$ cat config.mk
export PLATFORM = sky130hd
export DESIGN_NAME = ddr_delay_counter
export DESIGN_NICKNAME = d
export VERILOG_FILES = /design/src/source/ddr_ctrl_pkg.sv /design/src/source/ddr_delay_counter.sv
export VERILOG_INCLUDE_DIRS = /design/src /design/src/source
export SDC_FILE = /design/constraint.sdc
export NUM_CORES = 1
export LEC_CHECK = 0
export BUFFER_PORTS_ARGS = -buffer_cell sky130_fd_sc_hd__buf_2
export CAP_MARGIN = 0
export CELL_PAD_IN_SITES_DETAIL_PLACEMENT = 2
export CELL_PAD_IN_SITES_GLOBAL_PLACEMENT = 2
export CORE_MARGIN = 2
export CORE_UTILIZATION = 23
export CTS_CLUSTER_SIZE = 14
export DETAILED_ROUTE_END_ITERATION = 10
export PLACE_DENSITY = 0.61
export SLEW_MARGIN = 20
export SYNTH_ARGS = -nofsm -noshare
export SYNTH_HDL_FRONTEND = slang
export SYNTH_SLANG_ARGS = --single-unit
$ cat constraint.sdc
create_clock -name clk -period 2.3 [get_ports clk]
set_input_delay 0.23 -clock clk [delete_from_list [all_inputs] [get_ports clk]]
set_output_delay 0.23 -clock clk [all_outputs]
set_load 0.02 [all_outputs]
$ cat src/source/ddr_ctrl_macros.svh
`ifndef DDR_CTRL_MACROS_SVH
`define DDR_CTRL_MACROS_SVH

// address and data widths
`define DDR_BANK_W 4
`define DDR_ROW_W 16
`define DDR_COL_W 8
`define DDR_DATA_W 32

`define DDR_CNT_W 5 // wide enough for the longest wait

// delays in clock cycles
`define T_PWR_UP 15
`define T_PRECHARGE 10
`define T_REFRESH 7
`define T_RCD 3 // activate to column command
`define T_CAS 5
`define T_WR 5

// low address bits kept by the memory model
`define MEM_BANK_BITS 2
`define MEM_ROW_BITS 4

`endif

$ cat src/source/ddr_ctrl_pkg.sv
`include "ddr_ctrl_macros.svh"

package ddr_ctrl_pkg;

    typedef logic [`DDR_BANK_W-1:0] bank_addr_t;
    typedef logic [`DDR_ROW_W-1:0] row_addr_t;
    typedef logic [`DDR_COL_W-1:0] col_addr_t;
    typedef logic [`DDR_DATA_W-1:0] ddr_data_t;
    typedef logic [`DDR_CNT_W-1:0] delay_cnt_t; // wait length in cycles

    // command sequencer states
    typedef enum logic [3:0] {
        pwr_up_s    = 4'd0,
        precharge_s = 4'd1,
        refresh_s   = 4'd2,
        idle_s      = 4'd3,
        act_read_s  = 4'd4,
        read_wait_s = 4'd5,
        read_s      = 4'd6,
        act_write_s = 4'd7,
        write_s     = 4'd8
    } ctrl_state_t;

endpackage

$ cat src/source/ddr_delay_counter.sv
`timescale 1ns/10ps

module ddr_delay_counter (
    input  logic                    clk,
    input  logic                    rst_n,
    input  logic                    count_start,
    input  ddr_ctrl_pkg::delay_cnt_t count_value,
    output logic                    count_done
);
    import ddr_ctrl_pkg::*;

    delay_cnt_t remaining; // cycles left after the current one, plus one

    // the load cycle is the first cycle of the wait
    always_ff @(posedge clk or negedge rst_n) begin
        if (!rst_n) begin
            remaining <= '0;
        end else if (count_start) begin
            remaining <= count_value - delay_cnt_t'(1);
        end else if (remaining != '0) begin
            remaining <= remaining - delay_cnt_t'(1);
        end
    end

    assign count_done = (remaining == delay_cnt_t'(1)); // last cycle of the wait

endmodule
# Yosys cells after proc, flatten, opt, wreduce, memory -nomap -nowiden
# Cells that the tools add are included.
dict set report word_totals {
  register_bits 5
  input_bits 8
  out_inout_bits 1
  word_cells 8
}
dict set report classes {
  add_sub_neg 2
  eq_ne 1
  muxes 2
  reduce_logical 2
}
# cell count
set ops {}
lappend ops {{$mux 5} 2}
lappend ops {{$sub 5x1->5 const B} 2}
lappend ops {{$eq 5x1->1 const B} 1}
lappend ops {{$reduce_bool 5->1} 1}
lappend ops {{$reduce_bool 2->1} 1}

# Logic depth before layout (Yosys ltp)
# Gate-level depths: netlist of run 1.
dict set report depth {
  depth_word 3
  mapped_depth 5
  ltp_nobuf 5
}

# Worst setup path after synthesis of run 1
# OpenSTA, ideal clock, no wires.
dict set report synth_path {
  kind {register -> output}
  start {register remaining[1]}
  end {output count_done}
  arrival_ps 1273
  required_time_ps 2070
  slack_ps 797
  path_stages_with_launch 4
  n_path_buf 0
  path_cell_list {dfrtp_1 > inv_1 > ha_1 > nor4b_1}
}
dict set report synth_between {
  elab_chain_cells 1
}
# element line_no
set synth_rtl {}
lappend synth_rtl {{start: declaration} ddr_delay_counter.sv:12} ;# delay_cnt_t remaining;
lappend synth_rtl {{start signal: assignment} ddr_delay_counter.sv:19} ;# remaining <= count_value - delay_cnt_t'(1);
lappend synth_rtl {{start signal: assignment} ddr_delay_counter.sv:21} ;# remaining <= remaining - delay_cnt_t'(1);
lappend synth_rtl {{$eq 5x1->1} ddr_delay_counter.sv:25} ;# assign count_done = (remaining == delay_cnt_t'(1));
lappend synth_rtl {{end: declaration} ddr_delay_counter.sv:8} ;# output logic count_done
# Every way passes these cells.

# Worst setup path in the final report of run 1
# Same ends and word-level chain as after synthesis.

==> results of run 1 <==
cells in the final DEF, fill, tap and decap left out:
master	n
mux2i_1	2
xnor2_1	3
nor2_1	1
dfrtp_1	5
ha_1	3
nor2b_1	1
nand2_1	1
nor4b_1	1
dlygate4sd3_1	1
or3_1	1
o31a_1	1
nor4b_4	1
nor3_1	1
nor3b_1	2
or4_1	1
a221oi_1	1
buf_2	8
clkbuf_1	1
xor2_1	1
o31ai_1	3
and2_0	1
nand3_1	1
clkbuf_4	3
inv_1	5
worst max-delay path: cells and delay by family, from the launching register on:
kind / cells / cell delay [ns]
adders and majority gates: 1 / 0.13
and+or+nand+nor: 1 / 0.22
buffers and inverters: 2 / 0.30
DFF: 1 / 0.39
stage by stage:
stage | setup WS, ns | total power (uW) | cell area, sq um | hold WS, ns
finish | 0.786 | 320 | 464 | 0.215
floorplan | 0.797 | 188 | 372 | -0.0656
CTS | 0.760 | 330 | 464 | 0.215
global placement | 0.910 | 214 | 428 | 0.0516
global route | 0.668 | 349 | 464 | 0.250
detailed placement | 0.830 | 221 | 428 | 0.0546
kinds of logic (layout without fill, tap and decap cells):
group	after synthesis	count (layout)	share of synthesized area
simple gates	12	12	0.246
buf+inv	6	18	0.0606
compound gates	5	5	0.108
flops	5	5	0.337
xor+xnor	4	4	0.0943
fa+ha+maj	3	3	0.101
mux	2	2	0.0539
power by group:
part	internal (uW)	switching, uW	total (uW)
registers	105	24.9	130
logic	46.1	41.9	88.0
clock network	65.6	36.1	102
metal layers:
layer | wire length (um) | track usage | vias up
met2 | 472 | 0.209 | 9
met5 | 0 | 0 | -
met1 | 360 | 0.143 | 150
met3 | 30 | 0.0245 | 2
met4 | 19 | 0.127 | 0
li1 | - | - | 155
layout make-up:
type                            count  area, sq um
Clock buffer                        4         26.3
Fill cell                         182         1040
Inverter                            5         18.8
Multi-Input combinational cell     26          224
Sequential cell                     5          125
Tap cell                           16         20.0
Timing Repair Buffer                9         50.0
worst max path at each step:
| stage | start | end |
|---|---|---|
| detailed placement | remaining[0] | remaining[1] |
| finish | remaining[1] | count_done |
| global placement | remaining[0] | remaining[0] |
| global route | remaining[0] | remaining[1] |
| floorplan | remaining[1] | count_done |
| CTS | remaining[1] | count_done |
==> impl_metrics.env, run 1 <==
export IMPL_synth_area_sq_um=372
export IMPL_yosys_top_cells_area="dfrtp_1, ha_1, xnor2_1"
export IMPL_leakage_uw=0.000212
export IMPL_synth_ff_type="dfrtp_1"
export IMPL_die_area_sq_um=1950
export IMPL_fin_tns_setup_ns=0
export IMPL_cts_inserted_buffers=3
export IMPL_fin_util=0.308
export IMPL_hold_end="remaining[0]"
export IMPL_start_kind="flop"
export IMPL_grt_max_degree=10
export IMPL_drtAntennaViolNets=0
export IMPL_fin_crit_sh=0.658
export IMPL_ir_drop_mv=0.195
export IMPL_gp_routability_congestion=0.679
export IMPL_synth_edf_count=0
export IMPL_cp_arrival_ns=1.28
export IMPL_synth_async_reset_ratio=1.00
export IMPL_clk_pin_slew_ns=0.04
export IMPL_min_path_cells=2
export IMPL_core_area_sq_um=1510
export IMPL_fp_dieW_um=44.2
export IMPL_outcome="finished, final reports clean"
export IMPL_path_max_fanout=3
export IMPL_cts_buffer_depth=2
export IMPL_reg2reg_setup_slack_ns=0.86
export IMPL_cp_cell_sequence="inv_1 -> ha_1 -> nor4b_1 -> buf_2"
export IMPL_grt_pass1_wl_mm=1.73
export IMPL_fin_crit_ns=1.51
export IMPL_postCtsResizedCells=0
export IMPL_start_util=0.247
export IMPL_max_slew_margin_rel=0.799
export IMPL_maxCapViolCount=0
export IMPL_cts_tree="yes"
export IMPL_syn_avg_cell_area_sq_um=10.0
export IMPL_stdcell_count=65
export IMPL_num_antenna_cells=0
export IMPL_cpMaxStageDelayCell="dfrtp_1"
export IMPL_clk_latency_ns=0.24
export IMPL_fp_row_count=14
export IMPL_yosysSeqAreaShare=0.337
export IMPL_final_hold_violation_count=0
export IMPL_slowest_delay_ns=0.39
export IMPL_area_growth_syn_to_layout_pct=24.9
export IMPL_via_per_inst=4.86
export IMPL_io_buffers=8
export IMPL_routed_wl_um=882
export IMPL_ys_ff_latch=5
export IMPL_yosysTopAreaCell="dfrtp_1"
export IMPL_antenna_found_initial=0
export IMPL_critical_path_class="reg2out"
export IMPL_nets=61
export IMPL_firstDrtPassIters=2
export IMPL_fin_skew_ns=0.000195
export IMPL_num_vias=316
export IMPL_rsz0062_at_grt="false"
export IMPL_power_density_nw_per_um2=689
export IMPL_root_buffer="clkbuf_4"
export IMPL_grt_pass1_vias=386
export IMPL_htreeDepth=1
export IMPL_reg_top3="remaining x5"
export IMPL_max_freq_mhz=661
export IMPL_dp_hpwl_um=736
export IMPL_synth_nets=48
export IMPL_reg2regPathDepth=5
export IMPL_drive_above_1_share=0.245
export IMPL_synth_distinct_cells=21
export IMPL_drc_errors=0
export IMPL_grt_use_total=0.131
export IMPL_fp_dieH_um=44.2
export IMPL_worst_pin_slew_ns=0.300
export IMPL_yosysTopAreaCellShare=0.337
export IMPL_clock_sinks=5
export IMPL_synth_common_cells="dfrtp_1, inv_1, ha_1, o31ai_1, xnor2_1"
export IMPL_critPathRequiredTime_ns=2.07
export IMPL_endpoint_kind="output pin"
export IMPL_yosysWarnings=0
export IMPL_dp_cells=60
export IMPL_worstHoldPathType="in2reg"
export IMPL_cts_hold_fix_buffers=1
export IMPL_r2r_end="remaining[1]"
export IMPL_syn_inst=37
export IMPL_wire_per_inst_um=13.6
export IMPL_largest_reg_flops=5
export IMPL_min_from="count_value[0]"
export IMPL_largest_register="remaining"
export IMPL_final_max_slew_viol_count=0
export IMPL_overflow=0
export IMPL_finalSetupViolations=0
export IMPL_cts_setup_buffers=0
export IMPL_ios=9
export IMPL_rr_startpoint="remaining[0]"
export IMPL_first_iter_violations=2
(Power assumes the default switching activity.)
==> run 2, diff against run 1 <==
Settings changed: ABC_AREA set to 1, PLACE_DENSITY 0.61 to 0.68.
Clock period 2.3 ns to 1.55 ns, I/O delays scaled along.
==> impl_metrics.env, run 2 <==
export IMPL_endpoint_kind="output pin"
export IMPL_routed_wl_mm=1.05
export IMPL_syn_inst=56
export IMPL_grt_pass1_vias=443
export IMPL_firstDrtPassIters=2
export IMPL_fp_dieW_um=44.8
export IMPL_cts_setup_buffers=0
export IMPL_nets=81
export IMPL_antenna_found_initial=0
export IMPL_largest_register="remaining"
export IMPL_yosysMostFrequentCell="nand2_1"
export IMPL_layout_common_cells="nand2_1, buf_2, inv_1, nand3_1"
export IMPL_synth_edf_count=0
export IMPL_yosys_top_cells_area="dfrtp_1, nand2_1, ha_1"
export IMPL_outcome="finished, final reports clean"
export IMPL_largest_reg_flops=5
export IMPL_num_vias=394
export IMPL_clock_sinks=5
export IMPL_cts_tree="yes"
export IMPL_dp_hpwl_um=843
export IMPL_grt_pass1_wl_mm=1.88
export IMPL_worst_pin_slew_ns=0.176
export IMPL_synth_area_sq_um=383
export IMPL_via_per_inst=4.64
export IMPL_fill_cells=190
export IMPL_path_depth=5
export IMPL_critPathRequiredTime_ns=1.39
export IMPL_ir_drop_mv=0.226
export IMPL_slowest_delay_ns=0.37
export IMPL_cts_buffer_depth=2
export IMPL_synth_nets=67
export IMPL_power_density_nw_per_um2=987
export IMPL_first_iter_violations=1
export IMPL_synth_distinct_cells=16
export IMPL_die_area_sq_um=2010
export IMPL_drc_errors=0
export IMPL_leakage_uw=0.000269
export IMPL_grt_use_total=0.137
export IMPL_yosysTopAreaCellShare=0.327
export IMPL_yosysSeqAreaShare=0.327
export IMPL_synth_ff_type="dfrtp_1"
export IMPL_worstHoldPathType="in2reg"
export IMPL_final_hold_violation_count=0
export IMPL_stdcell_count=85
export IMPL_cp_arrival_ns=1.22
export IMPL_cpMaxStageDelayCell="dfrtp_1"
export IMPL_syn_avg_cell_area_sq_um=6.84
export IMPL_cts_inserted_buffers=3
export IMPL_wire_per_inst_um=12.4
export IMPL_yosysTopAreaCell="dfrtp_1"
export IMPL_core_area_sq_um=1540
export IMPL_final_common_cell="nand2_1"
export IMPL_cp_cell_sequence="inv_1 -> ha_1 -> nand3_1 -> nor2_1 -> buf_2"
export IMPL_yosysWarnings=0
export IMPL_ios=9
export IMPL_critical_path_class="reg2out"
export IMPL_fin_tns_setup_ns=0
export IMPL_area_growth_syn_to_layout_pct=25.2
export IMPL_final_max_slew_viol_count=0
export IMPL_start_kind="flop"
export IMPL_gp_routability_congestion=0.720
export IMPL_fin_ws_ns=0.171
export IMPL_fp_dieH_um=44.8
export IMPL_max_freq_mhz=725
export IMPL_synth_common_cells="nand2_1, inv_1, nand3_1, dfrtp_1, nor2_1"
export IMPL_num_antenna_cells=0
export IMPL_fp_row_count=14
export IMPL_start_util=0.248
export IMPL_drive_above_1_share=0.261
export IMPL_drtAntennaViolNets=0
export IMPL_root_buffer="clkbuf_4"
export IMPL_dp_cells=80
export IMPL_max_slew_margin_rel=0.882
export IMPL_overflow=0
export IMPL_clk_pin_slew_ns=0.05
export IMPL_place_ws_ns=0.188
export IMPL_rsz0062_at_grt="false"
export IMPL_critPathBufInv=2
export IMPL_fin_skew_ns=0.00446
export IMPL_fin_crit_ns=1.38
export IMPL_io_buffers=8
export IMPL_ys_ff_latch=5
export IMPL_clk_latency_ns=0.25
export IMPL_htreeDepth=1
export IMPL_reg_top3="remaining x5"
export IMPL_reg2regPathDepth=7
export IMPL_crit_family="flip-flops"
export IMPL_maxCapViolCount=0
export IMPL_min_path_cells=3
export IMPL_finalSetupViolations=0
export IMPL_path_max_fanout=3
export IMPL_synth_async_reset_ratio=1.00
export IMPL_fin_crit_sh=0.890
export IMPL_grt_max_degree=7
==> run 2: cell types whose count changed after synthesis, moves of 3 or more <==
| cell | change |
|---|---|
| inv_2 | +3 |
| nand2_1 | +12 |
| nand3_1 | +5 |
| nor2_1 | +4 |
| o21ai_1 | +4 |
| o31ai_1 | -3 |
| xnor2_1 | -3 |
==> run 2: stage by stage <==
step	util	instance area, sq um	hold WS (ns)	power (uW)
after global routing	0.311	479	0.206	518
after CTS	0.311	479	0.203	480
after floorplan	-	383	-0.141	273
final	0.311	479	0.205	473
after global placement	0.287	443	-0.0241	314
after detailed placement	0.287	443	-0.0220	318
==> run 2: per-layer routing <==
metal	global-route usage	wire length, um
met5	0	0
met1	0.147	438
met3	0.0120	32
met4	0.124	42
met2	0.235	537
==> run 2: area by class of cell <==
type | count | area [sq um] | share of cell area
inverter | 10 | 37.5 | 0.0783
tap | 16 | 20.0 | 0.0418
timing repair buffer | 9 | 50.0 | 0.104
clock buffer | 4 | 26.3 | 0.0548
multi-input combinational | 41 | 220 | 0.460
sequential | 5 | 125 | 0.261
==> run 2: where the power goes <==
part / leakage, uW / internal, uW / switching [uW]
clock: 0.0000150 / 97.6 / 58.1
sequential: 0.0000589 / 155 / 19.3
combinational: 0.000195 / 55.6 / 87.3
==> run 2: logic make-up (layout without fill, tap and decap cells) <==
family | Yosys count | in the layout | share of synthesized area
XOR/XNOR | 1 | 1 | 0.0229
adder cells (fa/ha/maj) | 3 | 3 | 0.0980
AO/OA/AOI/OAI | 7 | 7 | 0.0915
AND/OR/NAND/NOR | 30 | 30 | 0.363
buffers and inverters | 10 | 23 | 0.0980
flip-flops | 5 | 5 | 0.327
==> run 2: path summary, 6_finish.rpt <==
path | start | end | slack, ns
setup / recovery | remaining[1] | count_done | 0.17
hold / removal | count_start | remaining[4] | 0.20
setup reg to reg | remaining[0] | remaining[0] | 0.20
hold reg to reg | remaining[4] | remaining[4] | 0.57
max in group asynchronous | rst_n | remaining[4] | 1.16
min in group asynchronous | rst_n | remaining[3] | 0.25
==> run 2: worst reg2reg max path: stages, from the launching register on <==
cell and delay [ns]:
dfrtp_1 0.39, inv_1 0.13, ha_1 0.22, nand3_2 0.10
nor2_2 0.10, nand2_2 0.10, nand2_1 0.08, o21ai_1 0.08
==> run 2: repair_timing <==
action	4_1_cts	5_1_grt
endpoints found under the setup margin	0	0
hold buffers	1	0
gates resized for setup	0	0
hold endpoints to repair	5	0
==> run 3, diff against run 2 <==
Settings changed: CORE_UTILIZATION 23 to 25, PLACE_DENSITY 0.68 to 0.72.
==> impl_metrics.env, run 3 (synthesis gave the netlist of run 2 again) <==
export IMPL_worst_pin_slew_ns=0.142
export IMPL_rsz0062_at_grt="false"
export IMPL_clk_pin_slew_ns=0.04
export IMPL_power_share_switching=0.339
export IMPL_finalSetupViolations=0
export IMPL_cts_tree="yes"
export IMPL_grt_pass1_wl_mm=1.63
export IMPL_grt_pass1_vias=392
export IMPL_firstDrtPassIters=1
export IMPL_gp_routability_congestion=0.675
export IMPL_p_total_uw=468
export IMPL_ir_drop_mv=0.184
export IMPL_nets=81
export IMPL_clock_sinks=5
export IMPL_start_kind="flop"
export IMPL_largest_register="remaining"
export IMPL_htreeDepth=1
export IMPL_reg2regPathDepth=7
export IMPL_p_int_uw=309
export IMPL_layout_common_cells="nand2_1, buf_2, inv_1, nand3_1"
export IMPL_routed_wl_um=963
export IMPL_drc_errors=0
export IMPL_r2r_end="remaining[3]"
export IMPL_final_max_slew_viol_count=0
export IMPL_final_hold_violation_count=0
export IMPL_worstHoldPathType="in2reg"
export IMPL_drtAntennaViolNets=0
export IMPL_ios=9
export IMPL_core_area_sq_um=1470
export IMPL_num_vias=382
export IMPL_p_clk_frac=0.324
export IMPL_cts_setup_buffers=0
export IMPL_fin_crit_ns=1.36
export IMPL_num_antenna_cells=0
export IMPL_pwr_share_seq=0.370
export IMPL_area_growth_syn_to_layout_pct=25.2
export IMPL_critical_path_class="reg2out"
export IMPL_maxCapViolCount=0
export IMPL_dp_hpwl_um=813
export IMPL_fin_util=0.326
export IMPL_drive_above_1_share=0.261
export IMPL_power_density_nw_per_um2=976
export IMPL_io_buffers=8
export IMPL_comb_power_share=0.305
export IMPL_grt_use_total=0.129
export IMPL_min_from="count_start"
export IMPL_largest_reg_flops=5
export IMPL_cts_inserted_buffers=3
export IMPL_outcome="finished, final reports clean"
export IMPL_fp_dieH_um=43.1
export IMPL_reg_top3="remaining x5"
export IMPL_fp_row_count=14
export IMPL_fin_tns_setup_ns=0
export IMPL_grt_max_degree=7
export IMPL_fin_crit_sh=0.877
export IMPL_hold_end="remaining[4]"
export IMPL_max_slew_margin_rel=0.905
export IMPL_antenna_found_initial=0
export IMPL_critPathRequiredTime_ns=1.39
export IMPL_cp_arrival_ns=1.20
export IMPL_reg2reg_setup_slack_ns=0.28
export IMPL_endpoint_kind="output pin"
export IMPL_switching_power_uw=159
export IMPL_min_path_cells=3
export IMPL_fin_skew_ns=0.00135
export IMPL_via_per_inst=4.49
export IMPL_start_util=0.260
export IMPL_clk_latency_ns=0.24
export IMPL_cts_buffer_depth=2
export IMPL_final_common_cell="nand2_1"
export IMPL_wire_per_inst_um=11.3
export IMPL_max_freq_mhz=736
export IMPL_die_area_sq_um=1860
export IMPL_path_max_fanout=3
export IMPL_overflow=0
export IMPL_fp_dieW_um=43.1
export IMPL_first_iter_violations=0
export IMPL_rr_startpoint="remaining[0]"
export IMPL_leakage_uw=0.000269
export IMPL_root_buffer="clkbuf_4"
[run 3: cell counts in the layout (fill, tap and decap cells not counted)]
Identical to the previous run, type by type.
[run 3: critical path, cell delays in order, from the launching register on]
cell	delay [ns]
dfrtp_1	0.37
inv_1	0.10
ha_1	0.16
nand3_1	0.08
nor2_1	0.09
buf_2	0.17
[run 3: cell type report]
cell class              instances  area (sq um)
inverters                      10          37.5
clock buffers                   4          26.3
multi-input cells              41           220
repair buffers                  9          50.0
well taps                      16          20.0
flip-flops and latches          5           125
fillers                       183           992
[run 3: per-layer routing]
layer | vias up | GRT usage | share of wire
li1 | 201 | - | -
met1 | 163 | 0.142 | 0.43
met2 | 12 | 0.200 | 0.49
met3 | 6 | 0.0255 | 0.035
met4 | 0 | 0.127 | 0.047
met5 | - | 0 | 0
[run 3: worst max-delay path by stage]
stage,startpoint,endpoint,cells after the start
finish,remaining[1],count_done,5
global route,remaining[1],count_done,5
CTS,remaining[1],count_done,5
detailed placement,remaining[0],remaining[1],6
global placement,remaining[0],remaining[3],7
floorplan,remaining[0],remaining[1],6
[run 3: power by group through the flow]
stage | Sequential, uW | Clock (uW) | Combinational, uW
floorplan | 172 | 0 | 101
global placement | 176 | 0 | 140
detailed placement | 176 | 0 | 146
CTS | 174 | 158 | 150
global route | 177 | 168 | 171
finish | 173 | 152 | 143
[run 3: through the flow]
step | instance area [sq um] | std cells | worst slack, ns | hold WS (ns)
6_report | 479 | 85 | 0.191 | 0.218
5_1_grt | 479 | 85 | 0.0689 | 0.214
4_1_cts | 479 | 85 | 0.165 | 0.212
3_5_place_dp | 443 | 80 | 0.260 | -0.0213
3_3_place_gp | 443 | 80 | 0.303 | -0.0225
2_1_floorplan | 383 | 56 | 0.401 | -0.141
[run 3: timing repair]
| action | CTS | global route |
|---|---|---|
| resized for setup | 0 | 0 |
| hold buffers | 1 | 0 |
| endpoints found under the hold margin | 5 | 0 |
| endpoints found under the setup margin | 0 | 0 |
