==> config.mk <==
export PLATFORM = sky130hd
export DESIGN_NAME = ddr_cmd_fsm
export DESIGN_NICKNAME = d
export VERILOG_FILES = /design/src/source/ddr_ctrl_pkg.sv /design/src/source/ddr_cmd_fsm.sv
export VERILOG_INCLUDE_DIRS = /design/src /design/src/source
export SDC_FILE = /design/constraint.sdc
export NUM_CORES = 1
export LEC_CHECK = 0
export BUFFER_PORTS_ARGS = -buffer_cell sky130_fd_sc_hd__buf_2
export CAP_MARGIN = 10
export CORE_MARGIN = 2
export CORE_UTILIZATION = 45
export CTS_BUF_LIST = sky130_fd_sc_hd__clkbuf_4 sky130_fd_sc_hd__clkbuf_8 sky130_fd_sc_hd__clkbuf_16
export CTS_CLUSTER_SIZE = 12
export DETAILED_ROUTE_END_ITERATION = 10
export PLACE_DENSITY = 0.83
export SYNTH_ARGS = -nofsm -noshare
export SYNTH_HDL_FRONTEND = slang
export SYNTH_SLANG_ARGS = --single-unit
==> constraint.sdc <==
create_clock -name clk -period 3.7 [get_ports clk]
set_clock_uncertainty 0.1 [all_clocks]
set_input_delay 0.74 -clock clk [delete_from_list [all_inputs] [get_ports clk]]
set_output_delay 0.74 -clock clk [all_outputs]
set_load 0.03 [all_outputs]
==> src/source/ddr_ctrl_macros.svh <==
`ifndef DDR_CTRL_MACROS_SVH
`define DDR_CTRL_MACROS_SVH

// address and data widths
`define DDR_BANK_W 4
`define DDR_ROW_W 16
`define DDR_COL_W 8
`define DDR_DATA_W 32

`define DDR_CNT_W 5 // wide enough for the longest wait

// delays in clock cycles
`define T_PWR_UP 15
`define T_PRECHARGE 10
`define T_REFRESH 7
`define T_RCD 3 // activate to column command
`define T_CAS 5
`define T_WR 5

// low address bits kept by the memory model
`define MEM_BANK_BITS 2
`define MEM_ROW_BITS 4

`endif

==> src/source/ddr_ctrl_pkg.sv <==
`include "ddr_ctrl_macros.svh"

package ddr_ctrl_pkg;

    typedef logic [`DDR_BANK_W-1:0] bank_addr_t;
    typedef logic [`DDR_ROW_W-1:0] row_addr_t;
    typedef logic [`DDR_COL_W-1:0] col_addr_t;
    typedef logic [`DDR_DATA_W-1:0] ddr_data_t;
    typedef logic [`DDR_CNT_W-1:0] delay_cnt_t; // wait length in cycles

    // command sequencer states
    typedef enum logic [3:0] {
        pwr_up_s    = 4'd0,
        precharge_s = 4'd1,
        refresh_s   = 4'd2,
        idle_s      = 4'd3,
        act_read_s  = 4'd4,
        read_wait_s = 4'd5,
        read_s      = 4'd6,
        act_write_s = 4'd7,
        write_s     = 4'd8
    } ctrl_state_t;

endpackage

==> src/source/ddr_cmd_fsm.sv <==
`timescale 1ns/10ps
`include "ddr_ctrl_macros.svh"

module ddr_cmd_fsm (
    input  logic                     clk,
    input  logic                     rst_n,
    input  logic                     cpu_rd,
    input  logic                     cpu_wr,
    input  ddr_ctrl_pkg::bank_addr_t cpu_bank,
    input  ddr_ctrl_pkg::row_addr_t  cpu_row,
    input  ddr_ctrl_pkg::col_addr_t  cpu_col,
    input  ddr_ctrl_pkg::ddr_data_t  cpu_wdata,
    output ddr_ctrl_pkg::ddr_data_t  cpu_rdata,
    output logic                     rd_valid,
    output logic                     ready,
    input  logic                     count_done,
    output logic                     count_start,
    output ddr_ctrl_pkg::delay_cnt_t count_value,
    output logic                     active,
    output logic                     ddr_read,
    output logic                     ddr_write,
    output ddr_ctrl_pkg::bank_addr_t ddr_bank,
    output ddr_ctrl_pkg::row_addr_t  ddr_row,
    output ddr_ctrl_pkg::col_addr_t  ddr_col,
    output ddr_ctrl_pkg::ddr_data_t  ddr_write_data,
    input  ddr_ctrl_pkg::ddr_data_t  ddr_read_data
);
    import ddr_ctrl_pkg::*;

    ctrl_state_t state;
    ctrl_state_t next_state;
    delay_cnt_t  entry_delay;   // wait of the next state or zero when untimed
    logic        entering;
    logic        pwr_up_loaded;
    logic        accept;

    bank_addr_t  req_bank;
    row_addr_t   req_row;
    col_addr_t   req_col;
    ddr_data_t   req_wdata;

    always_ff @(posedge clk or negedge rst_n) begin
        if (!rst_n) begin
            state <= pwr_up_s;
        end else begin
            state <= next_state;
        end
    end

    always_comb begin
        next_state = state;
        case (state)
            pwr_up_s: begin
                if (count_done) begin
                    next_state = precharge_s;
                end
            end
            precharge_s: begin
                if (count_done) begin
                    next_state = refresh_s;
                end
            end
            refresh_s: begin
                if (count_done) begin
                    next_state = idle_s;
                end
            end
            idle_s: begin
                if (cpu_rd) begin
                    next_state = act_read_s; // read wins over write
                end else if (cpu_wr) begin
                    next_state = act_write_s;
                end
            end
            act_read_s: begin
                if (count_done) begin
                    next_state = read_wait_s;
                end
            end
            read_wait_s: begin
                if (count_done) begin
                    next_state = read_s;
                end
            end
            read_s: begin
                next_state = idle_s;
            end
            act_write_s: begin
                if (count_done) begin
                    next_state = write_s;
                end
            end
            write_s: begin
                if (count_done) begin
                    next_state = idle_s;
                end
            end
            default: begin
                next_state = pwr_up_s;
            end
        endcase
    end

    always_comb begin
        case (next_state)
            precharge_s: entry_delay = delay_cnt_t'(`T_PRECHARGE);
            refresh_s:   entry_delay = delay_cnt_t'(`T_REFRESH);
            act_read_s:  entry_delay = delay_cnt_t'(`T_RCD);
            act_write_s: entry_delay = delay_cnt_t'(`T_RCD);
            read_wait_s: entry_delay = delay_cnt_t'(`T_CAS);
            write_s:     entry_delay = delay_cnt_t'(`T_WR);
            default:     entry_delay = '0;
        endcase
    end

    assign entering = (next_state != state) && (entry_delay != '0);
    assign ready    = (state == idle_s);
    assign accept   = ready && (cpu_rd || cpu_wr);

    always_ff @(posedge clk or negedge rst_n) begin
        if (!rst_n) begin
            pwr_up_loaded <= 1'b0;
            count_start   <= 1'b0;
            count_value   <= '0;
            active        <= 1'b0;
            rd_valid      <= 1'b0;
            cpu_rdata     <= '0;
        end else begin
            count_start <= 1'b0;
            if (!pwr_up_loaded) begin
                // first cycle out of reset already belongs to the power-up wait
                pwr_up_loaded <= 1'b1;
                count_start   <= 1'b1;
                count_value   <= delay_cnt_t'(`T_PWR_UP - 1);
            end else if (entering) begin
                count_start <= 1'b1;
                count_value <= entry_delay;
            end
            active   <= accept;                 // row open pulse on entry to activate
            rd_valid <= (next_state == read_s);
            if (next_state == read_s) begin
                cpu_rdata <= ddr_read_data;     // column data valid on last wait cycle
            end
        end
    end

    // request held for the whole access
    always_ff @(posedge clk) begin
        if (accept) begin
            req_bank  <= cpu_bank;
            req_row   <= cpu_row;
            req_col   <= cpu_col;
            req_wdata <= cpu_wdata;
        end
    end

    assign ddr_read       = (state == read_wait_s);
    assign ddr_write      = (state == write_s);
    assign ddr_bank       = req_bank;
    assign ddr_row        = req_row;
    assign ddr_col        = req_col;
    assign ddr_write_data = req_wdata;

endmodule

Yosys cells after proc, flatten, opt, wreduce, memory -nomap -nowiden. Cells that the tools add are included.

Bits in registers: 105. Input bits: 97. Output and inout port bits: 103. Word-level logic and storage cells: 50.

Eq/ne operators: 17. Muxes and demuxes: 14. Reduce and logical (&&, ||, !) cells: 8.

Operators by type and width (number): $eq 4x3->1 const B (8); $mux 4 (8); $pmux 4 s8 (1); $pmux 4 s4 (1); $eq 4x2->1 const B (3); $mux 5 (2); $eq 4x1->1 const B (2); $eq 4x4->1 const B (2); $reduce_or 2->1 (3); $reduce_bool 5->1 (1); $logic_not 4->1 (1); $ne 4x4->1 (1); $logic_and 1x1->1 (2); $mux 1 (2); $ne 2x2->1 const B (1); $logic_or 1x1->1 (1).

Longest topological paths before layout. Gate-level depths: netlist (run 1).

Depth after elaboration: 10. Gate-level depth with buffers: 7. Depth with buffers taken out: 5.

Worst setup path before layout (run 1). Ideal clock, no wire load.

Path kind: reg2reg. Start: reg state[3]. End: reg count_value[2]. Setup time: 0.126 ns. Arrival: 2.784 ns. Data required time: 3.474 ns. Setup slack: 0.690 ns. Stages on the path, launching flop included: 7. Path buffers: 1. Clock period less this slack: 3.010 ns. Path through: dfrtp_1 > and4bb_2 > and2_1 > buf_2 > nor3_1 > or4b_1 > o32a_1.

Elaborated cells on any way between the ends: 34. Classes of those cells: eq/ne (16); mux (12); reduce/logical (6).

RTL lines: start, declared (line ddr_cmd_fsm.sv:30) `ctrl_state_t state;`; start signal, assigned (line ddr_cmd_fsm.sv:44) `state <= pwr_up_s;`; start signal, assigned (line ddr_cmd_fsm.sv:46) `state <= next_state;`; $eq 4x2->1 (*); net ready (line ddr_cmd_fsm.sv:15) `output logic ready,`; $pmux 4 s8 (*) (line ddr_cmd_fsm.sv:52) `case (state)`; $eq 4x4->1 or $eq 4x3->1 (tied branches) (line ddr_cmd_fsm.sv:105) `case (next_state)`; $reduce_or 2->1 (no source line); $pmux 4 s4 (line ddr_cmd_fsm.sv:105); $reduce_bool 5->1 (line ddr_cmd_fsm.sv:116) `assign entering = (next_state != state) && (entry_delay != '0);`; $logic_and 1x1->1 (line ddr_cmd_fsm.sv:116); $ne 2x2->1 (no source line); end signal, assigned (line ddr_cmd_fsm.sv:134) `` count_value <= delay_cnt_t'(`T_PWR_UP - 1); ``; end signal, assigned (line ddr_cmd_fsm.sv:137) `count_value <= entry_delay;`; end, declared (line ddr_cmd_fsm.sv:18) `output ddr_ctrl_pkg::delay_cnt_t count_value,`.

Mark *: on every way through the listed nets, which the timed path passes. The rest lies on a longest branch. The select of a mux whose other input is x is not followed. A chain may end at the register's enable or synchronous reset.

Worst setup path after layout (run 1).
Start: reg state[2]. End: out ddr_read.

Longest elaborated chain between the ends: 1.

Ends and longest elaborated chain: $eq 4x3->1 (line ddr_cmd_fsm.sv:157) `assign ddr_read = (state == read_wait_s);`; end, declared (line ddr_cmd_fsm.sv:20) `output logic ddr_read,`.

No other way between the ends.

==> summary.txt, run 1 <==
Final layout
  • Diodes inserted: 0
  • Nets: 519
  • P&R area growth vs syn: 32.8%
  • Final cell count without fillers: 532
  • Share of cells above drive strength 1: 61.4%
  • FILL cells: 648

Run status
  • Outcome: finished clean

Pwr
  • Leakage Power: 2.34 nW
  • Total power: 4.14 mW
  • NetSw: 1.70 mW
  • Gate power share: 40.3%
  • Clk pwr share: 16.1%
  • Switching share of power: 41.1%
  • Peak VDD IR: 0.000490 V
  • Int Pwr: 2.44 mW
  • Sequential share of power: 43.6%
  • Pwr Density: 813 mW/mm^2

Logic synthesis
  • Synth warnings: 0
  • Number of synthesized flops with an enable pin: 60
  • Register area share after synthesis: 75.8%
  • Synth Flop Type: edfxtp_1
  • Mapped Nets: 321
  • Syn Area/Cell: 17.1 sq um
  • Synthesized instance count: 224
  • Asr flop ratio synth: 42.3%
  • Cell area after synthesis: 0.00383 sq mm
  • Synthesized flop and latch total: 104
  • Cell variety after synth: 47

Detailed routing
  • Vias: 2650
  • DR pass1 iterations: 4
  • Via density: 4.98
  • DRC viols: 0
  • First DRT Iteration DRCs: 139
  • Post-DR wirelength/cell: 16.5 um
  • Final ANT Viol Nets: 0
  • Final WL: 8780 um

Job
  • MaxCap Viol Count: 0

Worst setup path
  • CP Cell Sequence: nand2b_1 > nor3b_1 > buf_2
  • Arrival @ worst endpoint: 1820 ps
  • CP required: 2860 ps
  • CP Buf/Inv Count: 1
  • Top Family by Delay on Critical Path: flip-flops
  • Reg-to-reg endpoint: count_value[2]$_DFFE_PN0P_
  • Critical R2R Launch: state[1]$_DFF_PN0_
  • Crit end category: primary output
  • Worst R2R Setup Slack: 1190 ps
  • Critical path origin: state[2]$_DFF_PN0_
  • FF-to-FF path depth: 5
  • Critical path fanouts, max: 20
  • Crit path largest cell delay: 720 ps
  • Critical path startpoint category: flip-flop
  • Slowest cell on crit path: dfrtp_1
  • Critical path class: flip-flop to primary output

Placement
  • Buffers on Ports: 198
  • Setup slack at placement: 982 ps
  • Placer congestion estimate: 0.803
  • Final HPWL DP: 6500 um
  • Placed Cells: 516

Global route
  • Met1 usage: 21.4%
  • GRT met3 Usage: 6.66%
  • GRT Util Overall: 18.1%
  • GRT Max-Usage Layer: met2
  • Vias in the first global route: 2537
  • Met2 usage in global routing: 29.8%
  • Largest net degree at the start of global routing: 62
  • Initial antenna violation count: 0
  • First-pass GRT wire length: 12500 um
  • GR Overflow Total: 0

Timing
  • Post-route setup slack: 1040 ps
  • Fmax: 0.375 GHz
  • Relative slew slack: 35.8%
  • Worst Tran Pin Value: 963 ps
  • Period minus WS final: 2660 ps
  • Final Hold Viols: 0
  • Pins Over Slew Limit: 0
  • Total Neg Setup Slack: 0 ps
  • RSZ-0062 raised after global routing: no
  • Final setup vio count: 0
  • Fin crit share: 72.0%

Clock network
  • Clock sink total: 104
  • # Post-CTS Setup Buffers: 0
  • CTS tree: built
  • Clk slew on worst S/H paths: 100 ps
  • H-tree depth: 3
  • Hold-fix buffers, CTS: 0
  • Post-cts resize count: 0
  • Longest Clk Path Bufs: 2
  • Root Driver: clkbuf_8
  • Total CTS buffers: 9
  • Skew-Pair Late Insertion Delay: 360 ps

Hold path
  • Hold Path Class: flip-flop to flip-flop
  • Hold path depth: 1
  • Worst hold start: cpu_rdata[21]$_DFFE_PN0P_
  • Hold Path Sink: cpu_rdata[21]$_DFFE_PN0P_

Floorplanning
  • Die X: 96.3 um
  • Starting Density: 46.6%
  • Die height: 96.3 um
  • # rows: 33
  • Total Die Area: 0.00927 sq mm
  • CORE AREA: 0.00822 sq mm
  • # IOs: 200
power groups by stage:
stage / clock network [mW] / registers, mW / logic (mW)
3_3_place_gp: 0 / 1.80 / 1.65
3_5_place_dp: 0 / 1.82 / 1.68
4_1_cts: 0.691 / 1.81 / 1.68
5_1_grt: 0.740 / 1.85 / 1.79
6_report: 0.666 / 1.80 / 1.67
2_1_floorplan: 0 / 2.38 / 0.634
cell families after synthesis:
kind of cell | count (synthesis) | share of synthesized area (%)
AOI/OAI and AO/OA | 30 | 6.14
xor gates and xnor gates | 1 | 0.229
other | 2 | 0.196
DFF | 104 | 75.8
and+or+nand+nor | 35 | 5.42
buffers and inverters | 18 | 2.29
muxes | 34 | 9.96
cells in the final DEF, fill, tap and decap left out, types with 3 or more instances in the layout:
cell / synthesis / routed
buf_2: 4 / 198
edfxtp_1: 60 / 60
dfrtp_1: 44 / 44
mux2_2: 33 / 33
clkbuf_8: 0 / 9
nor2_1: 8 / 8
a21oi_1: 6 / 6
inv_1: 5 / 5
o21ai_0: 4 / 4
nand2_1: 3 / 3
nor2b_1: 3 / 3
nor3_1: 3 / 3
a21o_1: 3 / 3
inv_8: 0 / 3
registers in the layout, indices dropped and copies added, names as in the netlist:
register        count
ddr_write_data     32
ddr_col             8
count_value         4
pwr_up_loaded       1
ddr_row            16
rd_valid            1
state               4
count_start         1
active              1
ddr_bank            4
cpu_rdata          32
worst max-delay path by stage:
stage | endpoint | slack, ps | cells after the start
2_1_floorplan | count_value[2]$_DFFE_PN0P_ | 690 | 6
3_3_place_gp | count_value[2]$_DFFE_PN0P_ | 1050 | 6
3_5_place_dp | count_value[2]$_DFFE_PN0P_ | 980 | 6
4_1_cts | ddr_read | 1010 | 3
5_1_grt | ddr_read | 890 | 3
6_report | ddr_read | 1040 | 3
per-layer routing:
metal  part of all wire (%)  wire, um
met2                     48      4210
met4                    1.8       156
met5                      0         0
met3                     13      1150
met1                     37      3260
area by class of cell:
| cell class | count | area, sq um | share of cell area, % |
|---|---|---|---|
| sequential | 104 | 2900 | 57.0 |
| timing repair buffer | 200 | 1010 | 19.8 |
| multi-input combinational | 102 | 842 | 16.5 |
| tap | 105 | 131 | 2.58 |
| clock buffer | 9 | 124 | 2.43 |
| clock inverter | 7 | 63.8 | 1.25 |
| inverter | 5 | 18.8 | 0.369 |
Yosys cell counts, types with 2 or more instances:
master | number | area [sq um]
edfxtp_1 | 60 | 1800
dfrtp_1 | 44 | 1100
mux2_2 | 33 | 372
nor2_1 | 8 | 30.0
a21oi_1 | 6 | 30.0
inv_1 | 5 | 18.8
buf_1 | 4 | 15.0
buf_2 | 4 | 20.0
o21ai_0 | 4 | 20.0
a21o_1 | 3 | 22.5
nand2_1 | 3 | 11.3
nor2b_1 | 3 | 18.8
nor3_1 | 3 | 15.0
buf_4 | 2 | 15.0
clkbuf_1 | 2 | 7.51
conb_1 | 2 | 7.51
nand2b_1 | 2 | 12.5
nand3_1 | 2 | 10.0
nor3b_1 | 2 | 15.0
o22ai_1 | 2 | 12.5
or2_2 | 2 | 12.5
or3_2 | 2 | 15.0
or4b_1 | 2 | 20.0
metrics by stage:
| stage | hold slack, ps | util, % | area (sq um) |
|---|---|---|---|
| 4_1_cts | 409 | 61.9 | 5090 |
| 2_1_floorplan | 344 | - | 3830 |
| 6_report | 407 | 61.9 | 5090 |
| 3_3_place_gp | 382 | 59.6 | 4900 |
| 5_1_grt | 418 | 61.9 | 5090 |
| 3_5_place_dp | 388 | 59.6 | 4900 |
(Power assumes the default switching activity.)
==> inputs of run 2 (changes only) <==
Clock period 3.7 ns to 2.53 ns, I/O delays scaled along.
==> summary.txt, run 2 (synthesis results as in run 1) <==
Run status
  • Outcome: finished clean

Final layout
  • Nets: 526
  • Register area: 0.00290 sq mm
  • Most frequent cells in the layout: buf_2 (198), edfxtp_1 (60), dfrtp_1 (44)
  • P&R area growth vs syn: 34.6%
  • Final cell count without fillers: 539
  • Final Util: 62.7%
  • Commonest non-fill, non-tap cell in the layout: buf_2
  • Diodes inserted: 0
  • Fin area: 0.00515 sq mm
  • Share of cells above drive strength 1: 62.0%
  • Area taken by multi-input logic gates: 847 sq um
  • FILL cells: 604

Global route
  • GRT Util Overall: 18.3%
  • GR Overflow Total: 0
  • First-pass GRT wire length: 12500 um
  • Initial antenna violation count: 0
  • Vias in the first global route: 2522
  • Largest net degree at the start of global routing: 62

Placement
  • Placer congestion estimate: 0.856
  • Buffers on Ports: 198
  • Dpl cell area: 0.00495 sq mm
  • Final HPWL DP: 7010 um
  • Placed Cells: 522

Detailed routing
  • DR pass1 iterations: 4
  • Final ANT Viol Nets: 0
  • Vias: 2683
  • Post-DR wirelength/cell: 16.8 um
  • DRC viols: 0
  • Final WL: 9070 um
  • Via density: 4.98
  • First DRT Iteration DRCs: 181

Timing
  • Period minus WS final: 2360 ps
  • Relative slew slack: 52.2%
  • RSZ-0062 raised after global routing: no
  • Final setup vio count: 0
  • Fmax: 0.423 GHz
  • Fin crit share: 93.3%
  • Pins Over Slew Limit: 0
  • Worst Tran Pin Value: 716 ps
  • Final Hold Viols: 0

Worst setup path
  • CP Buf/Inv Count: 0
  • Critical Path Stages: 5
  • Critical path startpoint category: flip-flop
  • Arrival @ worst endpoint: 2500 ps
  • Crit end category: flip-flop
  • CP required: 2670 ps
  • Worst Setup EP: count_value[2]$_DFFE_PN0P_
  • Critical path fanouts, max: 13
  • FF-to-FF path depth: 5
  • Slowest cell on crit path: dfrtp_1
  • Reg-to-reg endpoint: count_value[2]$_DFFE_PN0P_
  • Worst R2R Setup Slack: 170 ps
  • CP Cell Sequence: and4bb_2 > a221oi_1 > o2bb2ai_2 > or4b_1 > o32a_1
  • Top Family by Delay on Critical Path: simple AND/OR/NAND/NOR gates
  • Crit path largest cell delay: 530 ps
  • Critical path origin: state[2]$_DFF_PN0_
  • Critical R2R Launch: state[2]$_DFF_PN0_
  • Critical path class: flip-flop to flip-flop

Pwr
  • Leakage Power: 2.38 nW
  • Peak VDD IR: 0.000603 V
  • Total power: 6.14 mW
  • Pwr Density: 1190 mW/mm^2

Clock network
  • Skew-Pair Late Insertion Delay: 360 ps
  • H-tree depth: 3
  • Clk slew on worst S/H paths: 110 ps
  • Clock sink total: 104
  • Longest Clk Path Bufs: 2
  • Total CTS buffers: 9
  • Root Driver: clkbuf_8
  • CTS tree: built

Job
  • MaxCap Viol Count: 0

Floorplanning
  • # IOs: 200
  • Die X: 96.3 um
  • Die height: 96.3 um
  • # rows: 33
  • Starting Density: 46.6%
  • Total Die Area: 0.00927 sq mm
  • CORE AREA: 0.00822 sq mm

Hold path
  • Worst hold start: cpu_wdata[12]
  • Hold Path Class: primary input to flip-flop
## run 2: cell types whose count changed in the layout (fill, tap and decap cells not counted)
cell	before	now
buf_4	2	8
clkinv_8	0	1
clkinvlp_4	1	0
dlygate4sd3_1	0	1
inv_6	0	1
inv_8	3	2
nor3b_1	2	1
nor3b_2	0	1
## run 2: layout make-up
type | count | area share (%)
flip-flops and latches | 104 | 56.3
multi-input cells | 102 | 16.4
inverters | 5 | 0.364
well taps | 105 | 2.55
repair buffers | 207 | 20.6
clock inverters | 7 | 1.36
clock buffers | 9 | 2.40
## run 2: worst min-delay path by stage
stage / to / slack, ps / cells past startpoint
floorplan: active$_DFF_PN0_ / 110 / 0
global route: ddr_bank[2]$_DFFE_PP_ / 180 / 1
finish: ddr_write_data[12]$_DFFE_PP_ / 210 / 1
CTS: ddr_row[13]$_DFFE_PP_ / 190 / 1
global placement: cpu_rdata[28]$_DFFE_PN0P_ / 350 / 1
detailed placement: cpu_rdata[27]$_DFFE_PN0P_ / 360 / 1
## run 2: worst reg2reg max path, stage by stage (launching register included)
cell	delay, ps
dfrtp_1	530
and4bb_2	390
a221oi_1	100
o2bb2ai_2	290
or4b_1	470
o32a_1	350
## run 2: per-stage QoR
stage / setup TNS, ps / setup WS, ps / hold slack (ps)
floorplan: -3.11 / -3.11 / 110
global placement: 0 / 121 / 348
detailed placement: 0 / 107 / 355
CTS: 0 / 187 / 193
global route: 0 / 96.0 / 180
finish: 0 / 168 / 205
## run 2: report_power, final
part           leakage, nW  internal (mW)  switching (mW)
logic                 1.20          0.880            1.68
clock network        0.100          0.385           0.600
registers             1.08           2.35           0.248
## run 2: routing by layer
metal / wire length, um / share of wire, % / GRT usage [%] / up-vias
met3: 1100 / 12 / 7.67 / 23
met2: 4510 / 50 / 30.8 / 157
met1: 3280 / 36 / 20.9 / 1264
met4: 184 / 2.0 / 6.79 / 0
met5: 0 / 0 / 0 / -
li1: - / - / - / 1239
## run 2: what timing repair did
action / in CTS / in global routing
hold buffers: 1 / 0
setup endpoints to repair: 0 / 0
hold endpoints to repair: 16 / 0
setup buffers: 0 / 0
gates resized for setup: 0 / 0
